===== src/include/core_settings.svh =====
`ifndef CORE_SETTINGS_SVH
`define CORE_SETTINGS_SVH

// Datapath geometry
`define CORE_DATA_W     32
`define CORE_REG_AW     5
`define CORE_REG_COUNT  32

// Primary opcodes
`define CORE_OP_RTYPE   6'h00
`define CORE_OP_ADDIU   6'h09
`define CORE_OP_ANDI    6'h0c
`define CORE_OP_ORI     6'h0d
`define CORE_OP_LUI     6'h0f

// R-type function codes
`define CORE_FN_SLL     6'h00
`define CORE_FN_SRL     6'h02
`define CORE_FN_SRA     6'h03
`define CORE_FN_SLLV    6'h04
`define CORE_FN_ADDU    6'h21
`define CORE_FN_SUBU    6'h23
`define CORE_FN_AND     6'h24
`define CORE_FN_OR      6'h25
`define CORE_FN_XOR     6'h26
`define CORE_FN_SLT     6'h2a

// Cycles from instruction in to write-back out
`define CORE_LATENCY    3

`endif


===== src/logic/core_pkg.sv =====
`default_nettype none

`include "core_settings.svh"

package core_pkg;

    typedef logic [`CORE_DATA_W-1:0] word_t;
    typedef logic [`CORE_REG_AW-1:0] reg_addr_t;

    ////////////////////
    // Instruction formats

    typedef struct packed {
        logic [5:0] opcode;
        reg_addr_t  rs;
        reg_addr_t  rt;
        reg_addr_t  rd;
        logic [4:0] shamt;
        logic [5:0] funct;
    } r_fields_t;

    typedef struct packed {
        logic [5:0]  opcode;
        reg_addr_t   rs;
        reg_addr_t   rt;
        logic [15:0] imm;
    } i_fields_t;

    // Opcode picks the view of the same word
    typedef union packed {
        r_fields_t r;
        i_fields_t i;
    } instr_u;

    ////////////////////
    // Execute operations

    typedef enum logic [3:0] {
        exe_add,
        exe_sub,
        exe_and,
        exe_or,
        exe_xor,
        exe_slt,
        exe_sll,
        exe_srl,
        exe_sra
    } exe_op_e;

endpackage

`default_nettype wire


===== src/logic/core_ifs.sv =====
`default_nettype none

// Decoded bundle from decode to execute
interface dec_exe_if import core_pkg::*; ();
    logic       valid;
    exe_op_e    op;
    word_t      a_data;
    word_t      b_data;
    reg_addr_t  a_addr;
    reg_addr_t  b_addr;
    logic       shamt_from_reg;
    logic [4:0] shamt;
    reg_addr_t  dest;

    modport source (
        output valid, op, a_data, b_data, a_addr, b_addr,
        output shamt_from_reg, shamt, dest
    );

    modport sink (
        input valid, op, a_data, b_data, a_addr, b_addr,
        input shamt_from_reg, shamt, dest
    );
endinterface

// Executed result from execute to result
interface exe_res_if import core_pkg::*; ();
    logic      valid;
    reg_addr_t dest;
    word_t     data;

    modport source (
        output valid, dest, data
    );

    modport sink (
        input valid, dest, data
    );
endinterface

// Operand read answered combinationally
interface reg_read_if import core_pkg::*; ();
    reg_addr_t rs_addr;
    reg_addr_t rt_addr;
    word_t     rs_data;
    word_t     rt_data;

    modport requester (
        output rs_addr, rt_addr,
        input  rs_data, rt_data
    );

    modport responder (
        input  rs_addr, rt_addr,
        output rs_data, rt_data
    );
endinterface

`default_nettype wire


===== src/logic/decode_stage.sv =====
`default_nettype none

`include "core_settings.svh"

module decode_stage import core_pkg::*; (
    input  logic          clk,
    input  logic          reset_i,
    input  logic          instr_valid_i,
    input  instr_u        instr_i,
    reg_read_if.requester rd_port,
    dec_exe_if.source     dec_o
);

    logic       supported;
    exe_op_e    op_d;
    word_t      a_data_d;
    word_t      b_data_d;
    reg_addr_t  a_addr_d;
    reg_addr_t  b_addr_d;
    reg_addr_t  dest_d;
    logic       shamt_from_reg_d;
    word_t      imm_sext;
    word_t      imm_zext;

    logic       valid_q;
    exe_op_e    op_q;
    word_t      a_data_q;
    word_t      b_data_q;
    reg_addr_t  a_addr_q;
    reg_addr_t  b_addr_q;
    logic       shamt_from_reg_q;
    logic [4:0] shamt_q;
    reg_addr_t  dest_q;

    assign rd_port.rs_addr = instr_i.r.rs;
    assign rd_port.rt_addr = instr_i.r.rt;

    assign imm_sext = {{(`CORE_DATA_W-16){instr_i.i.imm[15]}}, instr_i.i.imm};
    assign imm_zext = {{(`CORE_DATA_W-16){1'b0}}, instr_i.i.imm};

    ////////////////////
    // Instruction decode

    always_comb begin
        supported        = 1'b1;
        op_d             = exe_add;
        a_data_d         = rd_port.rs_data;
        b_data_d         = rd_port.rt_data;
        a_addr_d         = instr_i.r.rs;
        b_addr_d         = instr_i.r.rt;
        dest_d           = instr_i.r.rd;
        shamt_from_reg_d = 1'b0;

        case (instr_i.r.opcode)
            `CORE_OP_RTYPE: begin
                case (instr_i.r.funct)
                    `CORE_FN_ADDU: op_d = exe_add;
                    `CORE_FN_SUBU: op_d = exe_sub;
                    `CORE_FN_AND:  op_d = exe_and;
                    `CORE_FN_OR:   op_d = exe_or;
                    `CORE_FN_XOR:  op_d = exe_xor;
                    `CORE_FN_SLT:  op_d = exe_slt;
                    `CORE_FN_SLL:  op_d = exe_sll;
                    `CORE_FN_SRL:  op_d = exe_srl;
                    `CORE_FN_SRA:  op_d = exe_sra;
                    `CORE_FN_SLLV: begin
                        op_d             = exe_sll;
                        shamt_from_reg_d = 1'b1;
                    end
                    default:       supported = 1'b0;
                endcase
                // Immediate shifts leave rs unused
                if (op_d inside {exe_sll, exe_srl, exe_sra} && !shamt_from_reg_d) begin
                    a_data_d = '0;
                    a_addr_d = '0;
                end
            end
            `CORE_OP_ADDIU, `CORE_OP_ANDI, `CORE_OP_ORI: begin
                b_addr_d = '0;
                dest_d   = instr_i.i.rt;
                if (instr_i.i.opcode == `CORE_OP_ADDIU) begin
                    b_data_d = imm_sext;
                end else begin
                    op_d     = (instr_i.i.opcode == `CORE_OP_ANDI) ? exe_and : exe_or;
                    b_data_d = imm_zext;
                end
            end
            `CORE_OP_LUI: begin
                // OR of zero with the upper-half immediate
                op_d     = exe_or;
                a_data_d = '0;
                a_addr_d = '0;
                b_data_d = {instr_i.i.imm, {(`CORE_DATA_W-16){1'b0}}};
                b_addr_d = '0;
                dest_d   = instr_i.i.rt;
            end
            default: supported = 1'b0;
        endcase
    end

    ////////////////////
    // Bundle register

    always_ff @(posedge clk) begin
        if (reset_i) begin
            valid_q <= 1'b0;
        end else begin
            valid_q <= instr_valid_i && supported;
        end
    end

    always_ff @(posedge clk) begin
        op_q             <= op_d;
        a_data_q         <= a_data_d;
        b_data_q         <= b_data_d;
        a_addr_q         <= a_addr_d;
        b_addr_q         <= b_addr_d;
        shamt_from_reg_q <= shamt_from_reg_d;
        shamt_q          <= instr_i.r.shamt;
        dest_q           <= dest_d;
    end

    assign dec_o.valid          = valid_q;
    assign dec_o.op             = op_q;
    assign dec_o.a_data         = a_data_q;
    assign dec_o.b_data         = b_data_q;
    assign dec_o.a_addr         = a_addr_q;
    assign dec_o.b_addr         = b_addr_q;
    assign dec_o.shamt_from_reg = shamt_from_reg_q;
    assign dec_o.shamt          = shamt_q;
    assign dec_o.dest           = dest_q;

endmodule

`default_nettype wire


===== src/logic/execute_stage.sv =====
`default_nettype none

module execute_stage import core_pkg::*; (
    input  logic      clk,
    input  logic      reset_i,
    dec_exe_if.sink   dec_i,
    exe_res_if.source res_o
);

    logic       res_valid_q;
    reg_addr_t  res_dest_q;
    word_t      res_data_q;

    logic       fwd_a;
    logic       fwd_b;
    word_t      op_a;
    word_t      op_b;
    logic [4:0] shift_amt;
    word_t      alu_out;
    word_t      shift_out;
    word_t      result;

    ////////////////////
    // Forwarding

    // Own output register holds the instruction one ahead
    assign fwd_a = res_valid_q && (res_dest_q != '0) && (res_dest_q == dec_i.a_addr);
    assign fwd_b = res_valid_q && (res_dest_q != '0) && (res_dest_q == dec_i.b_addr);

    assign op_a = fwd_a ? res_data_q : dec_i.a_data;
    assign op_b = fwd_b ? res_data_q : dec_i.b_data;

    ////////////////////
    // ALU and shifter

    assign shift_amt = dec_i.shamt_from_reg ? op_a[4:0] : dec_i.shamt;

    always_comb begin
        case (dec_i.op)
            exe_add: alu_out = op_a + op_b;
            exe_sub: alu_out = op_a - op_b;
            exe_and: alu_out = op_a & op_b;
            exe_or:  alu_out = op_a | op_b;
            exe_xor: alu_out = op_a ^ op_b;
            exe_slt: alu_out = word_t'($signed(op_a) < $signed(op_b));
            default: alu_out = '0;
        endcase
    end

    // Shifted value is always operand B
    always_comb begin
        case (dec_i.op)
            exe_sll: shift_out = op_b << shift_amt;
            exe_srl: shift_out = op_b >> shift_amt;
            exe_sra: shift_out = word_t'($signed(op_b) >>> shift_amt);
            default: shift_out = '0;
        endcase
    end

    assign result = (dec_i.op inside {exe_sll, exe_srl, exe_sra}) ? shift_out : alu_out;

    ////////////////////
    // Result register

    always_ff @(posedge clk) begin
        if (reset_i) begin
            res_valid_q <= 1'b0;
        end else begin
            res_valid_q <= dec_i.valid;
        end
    end

    always_ff @(posedge clk) begin
        res_dest_q <= dec_i.dest;
        res_data_q <= result;
    end

    assign res_o.valid = res_valid_q;
    assign res_o.dest  = res_dest_q;
    assign res_o.data  = res_data_q;

endmodule

`default_nettype wire


===== src/logic/result_stage.sv =====
`default_nettype none

`include "core_settings.svh"

module result_stage import core_pkg::*; (
    input  logic          clk,
    input  logic          reset_i,
    exe_res_if.sink       res_i,
    reg_read_if.responder rd_port,
    output logic          wb_valid_o,
    output reg_addr_t     wb_addr_o,
    output word_t         wb_data_o
);

    word_t regs [`CORE_REG_COUNT];
    logic  wr_en;
    logic  wt_rs;
    logic  wt_rt;

    assign wr_en = res_i.valid && (res_i.dest != '0);

    ////////////////////
    // Register file

    always_ff @(posedge clk) begin
        if (reset_i) begin
            for (int i = 0; i < `CORE_REG_COUNT; i++) begin
                regs[i] <= '0;
            end
        end else if (wr_en) begin
            regs[res_i.dest] <= res_i.data;
        end
    end

    // Write-through for the instruction two ahead
    assign wt_rs = wr_en && (res_i.dest == rd_port.rs_addr);
    assign wt_rt = wr_en && (res_i.dest == rd_port.rt_addr);

    assign rd_port.rs_data = (rd_port.rs_addr == '0) ? '0 :
                             wt_rs ? res_i.data : regs[rd_port.rs_addr];
    assign rd_port.rt_data = (rd_port.rt_addr == '0) ? '0 :
                             wt_rt ? res_i.data : regs[rd_port.rt_addr];

    ////////////////////
    // Write-back port

    // Register 0 writes still show here
    always_ff @(posedge clk) begin
        if (reset_i) begin
            wb_valid_o <= 1'b0;
        end else begin
            wb_valid_o <= res_i.valid;
        end
    end

    always_ff @(posedge clk) begin
        wb_addr_o <= res_i.dest;
        wb_data_o <= res_i.data;
    end

endmodule

`default_nettype wire


===== src/logic/mips_core.sv =====
`default_nettype none

module mips_core import core_pkg::*; (
    input  logic      clk,
    input  logic      reset_i,
    input  logic      instr_valid_i,
    input  instr_u    instr_i,
    output logic      wb_valid_o,
    output reg_addr_t wb_addr_o,
    output word_t     wb_data_o
);

    dec_exe_if  dec_exe ();
    exe_res_if  exe_res ();
    reg_read_if reg_read ();

    // Decode and operand read
    decode_stage i_decode (
        .clk           (clk),
        .reset_i       (reset_i),
        .instr_valid_i (instr_valid_i),
        .instr_i       (instr_i),
        .rd_port       (reg_read.requester),
        .dec_o         (dec_exe.source)
    );

    // Forwarding, ALU, shifter
    execute_stage i_execute (
        .clk     (clk),
        .reset_i (reset_i),
        .dec_i   (dec_exe.sink),
        .res_o   (exe_res.source)
    );

    // Register file and write-back
    result_stage i_result (
        .clk        (clk),
        .reset_i    (reset_i),
        .res_i      (exe_res.sink),
        .rd_port    (reg_read.responder),
        .wb_valid_o (wb_valid_o),
        .wb_addr_o  (wb_addr_o),
        .wb_data_o  (wb_data_o)
    );

endmodule

`default_nettype wire


===== config.mk =====
export PLATFORM = sky130hd
export DESIGN_NAME = mips_core
export DESIGN_NICKNAME = d
export VERILOG_FILES = /design/src/logic/core_pkg.sv /design/src/logic/core_ifs.sv /design/src/logic/decode_stage.sv /design/src/logic/execute_stage.sv /design/src/logic/result_stage.sv /design/src/logic/mips_core.sv
export VERILOG_INCLUDE_DIRS = /design/src /design/src/include
export SDC_FILE = /design/constraint.sdc
export NUM_CORES = 2
export LEC_CHECK = 0
export ABC_CLOCK_PERIOD_IN_PS = 7500
export BUFFER_PORTS_ARGS = -buffer_cell sky130_fd_sc_hd__buf_2
export CORE_MARGIN = 8
export CORE_UTILIZATION = 60
export DETAILED_ROUTE_END_ITERATION = 6
export PLACE_DENSITY_LB_ADDON = 0.1
export SYNTH_ARGS = -nofsm -noshare
export SYNTH_HDL_FRONTEND = slang
export SYNTH_SLANG_ARGS = --single-unit
export TNS_END_PERCENT = 20

===== constraint.sdc =====
create_clock -name clk -period 7.5 [get_ports clk]
set_input_delay 0.75 -clock clk [delete_from_list [all_inputs] [get_ports clk]]
set_output_delay 0.75 -clock clk [all_outputs]
set_load 0.03 [all_outputs]

# Word-level counts from Yosys, hierarchy flattened

Memory sizes are Yosys's and may differ from the RTL's.
Index checks and enable logic that the tools add are counted.

Register bits after elaboration: 166
Memory bits (writable): 1024
Input port bits: 35
Output and inout bits: 38
Logic and storage cells: 108
Memories: 1

Memory list:

| memory        | words | width | read ports | clocked after memory_dff | wr ports | RTL line           | RTL |
|---|---|---|---|---|---|---|---|
| i_result.regs | 32    | 32    | 2          | 0                        | 32       | result_stage.sv:15 | `` word_t regs [`CORE_REG_COUNT]; `` |

Add/sub/neg operators: 2
Order comparisons: 1
Eq/ne operators: 28
Shifts and indexed selects: 3
Muxes and demuxes: 34
Bitwise operators: 3
Reduce and logical (&&, ||, !) cells: 21

Operators by type and width:

| cell               | count |
|---|---|
| $mux 32            | 10 |
| $pmux 32 s6        | 1 |
| $pmux 32 s2        | 2 |
| $pmux 32 s3        | 1 |
| $eq 6x6->1 const B | 6 |
| $add 32x32->32     | 1 |
| $and 32x32->32     | 1 |
| $lt 32x32->1       | 1 |
| $or 32x32->32      | 1 |
| $pmux 4 s8         | 1 |
| $reduce_or 32->1   | 1 |
| $shl 32x5->32      | 1 |
| $shr 32x5->32      | 1 |
| $sshr 32x5->32     | 1 |
| $sub 32x32->32     | 1 |
| $xor 32x32->32     | 1 |
| $eq 4x3->1 const B | 6 |
| $eq 6x4->1 const B | 4 |
| $eq 5x5->1         | 4 |
| $mux 5             | 4 |
| $eq 6x2->1 const B | 2 |
| $logic_not 6->1    | 2 |
| $pmux 4 s3         | 1 |
| $logic_not 5->1    | 2 |
| 17 further kinds   | 36 |

# Depth between registers and ports, before layout

Depth after elaboration: 9
Gate-level depth with buffers: 20
Mapped depth without buffers: 18

# Cells and area by module

A second synthesis with hierarchy kept.

Cell total of the unflattened synthesis: 5721
Area total of the unflattened synthesis: 69720.6 µm²

Modules (own cells, without submodules):

| module        | times used | cells an instance | area an instance (µm²) | seq. area each (µm²) |
|---|---|---|---|---|
| result_stage  | 1          | 3918              | 56177.6                | 31510.2 |
| execute_stage | 1          | 1560              | 10623.9                | 760.7 |
| decode_stage  | 1          | 243               | 2919.0                 | 1801.7 |

# Worst setup path after synthesis

Ideal clock, no wire load.

Kind: register to register
Start point: register i_execute.res_dest_q[0] (netlist: i_execute.res_o.dest[0])
End point: register i_execute.res_data_q[20] (netlist: i_execute.res_o.data[20])
Setup time: 0.134 ns
Arrival: 4.716 ns
Slack: 2.650 ns
Stages on the path, launching flop included: 17
Path buffers: 3
Period minus slack after synthesis: 4.850 ns
Cells stage by stage: dfxtp_1 > buf_6 > xnor2_1 > nand3_2 > nor3_1 > clkbuf_1 > mux2_2 > ha_1 > clkbuf_1 > nor2b_1 > o21a_1 > a2111oi_0 > o211ai_1 > a211oi_1 > o41ai_1 > or4b_1 > or4_1

Word-level cells in the longest chain between the ends: 8
Elaborated cells between the ends (all ways): 20
Those cells by class: add/sub: 2; eq/ne: 2; shift: 3; mux: 6; bitwise: 3; reduce/logical: 4

Ends and longest elaborated chain:

| what                                                   | RTL line            | RTL |
|---|---|---|
| from (decl)                                            | execute_stage.sv:11 | `reg_addr_t res_dest_q;` |
| from (signal assigned)                                 | execute_stage.sv:74 | `res_dest_q <= dec_i.dest;` |
| branches (longest 7 deep; another with $sub 32x32->32) | n/a                 |  |
| $mux 32 (*)                                            | execute_stage.sv:60 | `assign result = (dec_i.op inside {exe_sll, exe_srl, exe_sra}) ? shift_out : alu_out;` |
| net i_execute.result[20]                               | execute_stage.sv:21 | `word_t result;` |
| to (signal assigned)                                   | execute_stage.sv:75 | `res_data_q <= result;` |
| to (decl)                                              | execute_stage.sv:12 | `word_t res_data_q;` |

Mark *: on every way through the listed nets, which the timed path passes.
A chain may end at the register's enable or synchronous reset.

# Worst setup path after layout

Start point: register i_execute.res_dest_q[2] (netlist: i_execute.res_o.dest[2])
End point: register i_execute.res_data_q[29] (netlist: i_execute.res_o.data[29])

Same word-level chain as after synthesis.

==> results.json <==
{
  "finalHoldViolCount": 0,
  "die_h_um": 358,
  "drtAntennaViolNets": 0,
  "dieArea_sq_um": 128000,
  "via_per_inst": 7.41,
  "totalWireLength_um": 270000,
  "clock_path_buffers": 3,
  "drt-initial-drc-count": 8902,
  "cts_resized": 0,
  "worstMarginPinSlew_ns": 1.27,
  "cts_hold_buf": 0,
  "postCtsSetupBuffers": 0,
  "drive_above_1_share": 0.208,
  "whs_ns": 0.256,
  "synth_top_cell_area_share": 0.437,
  "r2r-start": "i_execute.res_o.dest[2]$_DFF_P_",
  "place.gp.congestion": 1.04,
  "min_path_type": "input port to flip-flop",
  "antenna_found_initial": 25,
  "cts_sinks": 1190,
  "grt_overflow_total": 0,
  "leakage_uw": 0.0279,
  "cp.required_ns": 8.08,
  "critPathKind": "flip-flop to flip-flop",
  "fmax_ghz": 0.152,
  "violations": "design-rule violations",
  "io_buffer_count": 72,
  "dp_hpwl_um": 170000,
  "final_common_cell": "edfxtp_1",
  "synth_cell_type_count": 97,
  "cts_root_buf": "clkbuf_16",
  "netlist_area_sq_um": 70400,
  "synth-edff-count": 1024,
  "cp-start-kind": "flip-flop",
  "rsz0062_at_grt": "false",
  "dr_total_vias": 53300,
  "synthArstFlopShare": 0,
  "post-route-drc-count": 30,
  "cts_buffers": 120,
  "finalSetupViolCount": 0,
  "r2r_setup_slack_ns": 0.90,
  "ys_seq_area_frac": 0.484,
  "outcome": "complete, but fails checks",
  "area_growth_syn_to_layout_pct": 8.44,
  "layout_common_cells": "1024 x edfxtp_1, 946 x and2_1, 503 x mux4_2",
  "num_rows": 125,
  "cts_max_level": 3,
  "reg2reg_depth": 14,
  "vdd_drop_max_uv": 254,
  "wl_per_cell_um": 37.5,
  "power_density_nw_per_um2": 245,
  "cts.reportedPaths.clkPinSlew_ns": 0.07,
  "grt_usage": 0.415,
  "arrival_ns": 7.18,
  "grt_max_degree": 116,
  "post-route-min-period_ns": 6.60,
  "grt_pass1_vias": 51600,
  "grt_pass1_wl_um": 379000,
  "yosysTopAreaCell": "edfxtp_1",
  "crit_path_end": "i_execute.res_o.data[29]$_DFF_P_",
  "synth_area_leaders": "edfxtp_1 44%, mux4_2 16%, and2_1 8.4%",
  "num_io_pins": 73,
  "dr.pass1.iters": 7,
  "syn_inst": 5723,
  "core_sq_um": 116000,
  "end_kind": "flip-flop",
  "dpl_cell_area_sq_um": 72300,
  "die_w_um": 358,
  "worstPathMaxFanout": 17,
  "drv_cap": 0,
  "fin_cells": 7199,
  "ys.warnings.count": 0,
  "synthFlopType": "edfxtp_1",
  "top_register": "i_result.regs",
  "place_inst": 6952,
  "maxSlewHeadroom": 0.142,
  "crit_start": "i_execute.res_o.dest[2]$_DFF_P_",
  "largest_reg_flops": 1024,
  "rr_endpoint": "i_execute.res_o.data[29]$_DFF_P_",
  "fin_crit_sh": 0.880,
  "fin_worst_skew_ns": 0.0618,
  "post-route-cell-area_sq_um": 76300,
  "initial_core_util": 0.606,
  "slew_violations": 0,
  "power_uw": 18700,
  "clkLatencyLatePin_ns": 0.77,
  "ys_ff_latch": 1190,
  "postSynthAreaPerCell_sq_um": 12.3,
  "layout.nets": 5690,
  "tns_ns": 0,
  "cts_tree": "done"
}
-- routing by layer --
layer | share of wire | GRT usage
met1 | 0.35 | 0.543
met2 | 0.43 | 0.609
met3 | 0.15 | 0.135
met4 | 0.070 | 0.239
met5 | 0.00025 | 0
-- worst max-delay path, cell delays in order, from the launching register on --
cell and delay, ns:
dfxtp_1 0.62, or3_4 0.39, o31ai_4 0.16, nor3_4 0.96, mux2_2 0.47, ha_1 0.44
or3_1 0.49, nor4_1 0.61, nor3_1 0.33, a311oi_1 0.63, a221oi_1 0.21, o31a_1 0.33
or4_1 0.42, a211oi_1 0.21, o21ai_0 0.10
-- worst min path at each step --
stage | startpoint | end | depth (start not counted)
finish | instr_i[8] | i_decode.dec_o.shamt[2]$_DFF_P_ | 1
floorplan | i_decode.dec_o.dest[0]$_DFF_P_ | i_execute.res_o.dest[0]$_DFF_P_ | 0
global placement | i_decode.dec_o.dest[1]$_DFF_P_ | i_execute.res_o.dest[1]$_DFF_P_ | 0
global route | instr_i[8] | i_decode.dec_o.shamt[2]$_DFF_P_ | 1
CTS | instr_i[8] | i_decode.dec_o.shamt[2]$_DFF_P_ | 1
detailed placement | i_decode.dec_o.dest[3]$_DFF_P_ | i_execute.res_o.dest[3]$_DFF_P_ | 0
-- cells in the mapped netlist, types with 76 or more instances --
cell / number
a211oi_1: 81
mux2_2: 102
inv_1: 101
a221oi_1: 76
mux2i_1: 249
ha_1: 103
nand2_1: 192
and2_1: 946
edfxtp_1: 1024
a21oi_1: 230
nor3_1: 145
dfxtp_1: 166
o21ai_0: 218
mux4_2: 503
clkbuf_1: 455
nor2_1: 312
-- area by class of cell --
cell class              count  area, sq um
clock inverters            79          748
repair buffers            263         1950
flip-flops and latches   1190        34100
diodes                     19         47.5
multi-input cells        3872        34000
well taps                1524         1910
clock buffers             149         3230
fillers                  8522        39900
inverters                 103          387
-- cell families (layout without fill, tap and decap cells) --
| group | after synthesis | in the layout | synth area share |
|---|---|---|---|
| buf+inv | 692 | 594 | 0.0398 |
| other cells | 1 | 51 | 0.0000533 |
| simple gates | 1828 | 1828 | 0.143 |
| mux | 854 | 854 | 0.213 |
| flops | 1190 | 1190 | 0.484 |
| xor+xnor | 30 | 30 | 0.00373 |
| compound gates | 1023 | 1023 | 0.0979 |
| fa+ha+maj | 105 | 105 | 0.0189 |
-- per-stage QoR --
stage	setup WS (ns)	util
6_report	0.900	0.657
5_1_grt	0.694	0.656
4_1_cts	1.08	0.656
3_5_place_dp	1.16	0.622
3_3_place_gp	1.23	0.622
2_1_floorplan	2.65	-
-- report_power, final --
group	total (uW)	leakage (uW)	internal (uW)	switching (uW)
Sequential	7900	0.0120	7590	306
Combinational	4690	0.0140	1350	3340
Clock	6130	0.00195	3400	2720
Total	18700	0.0279	12300	6370
(Power assumes the default switching activity.)
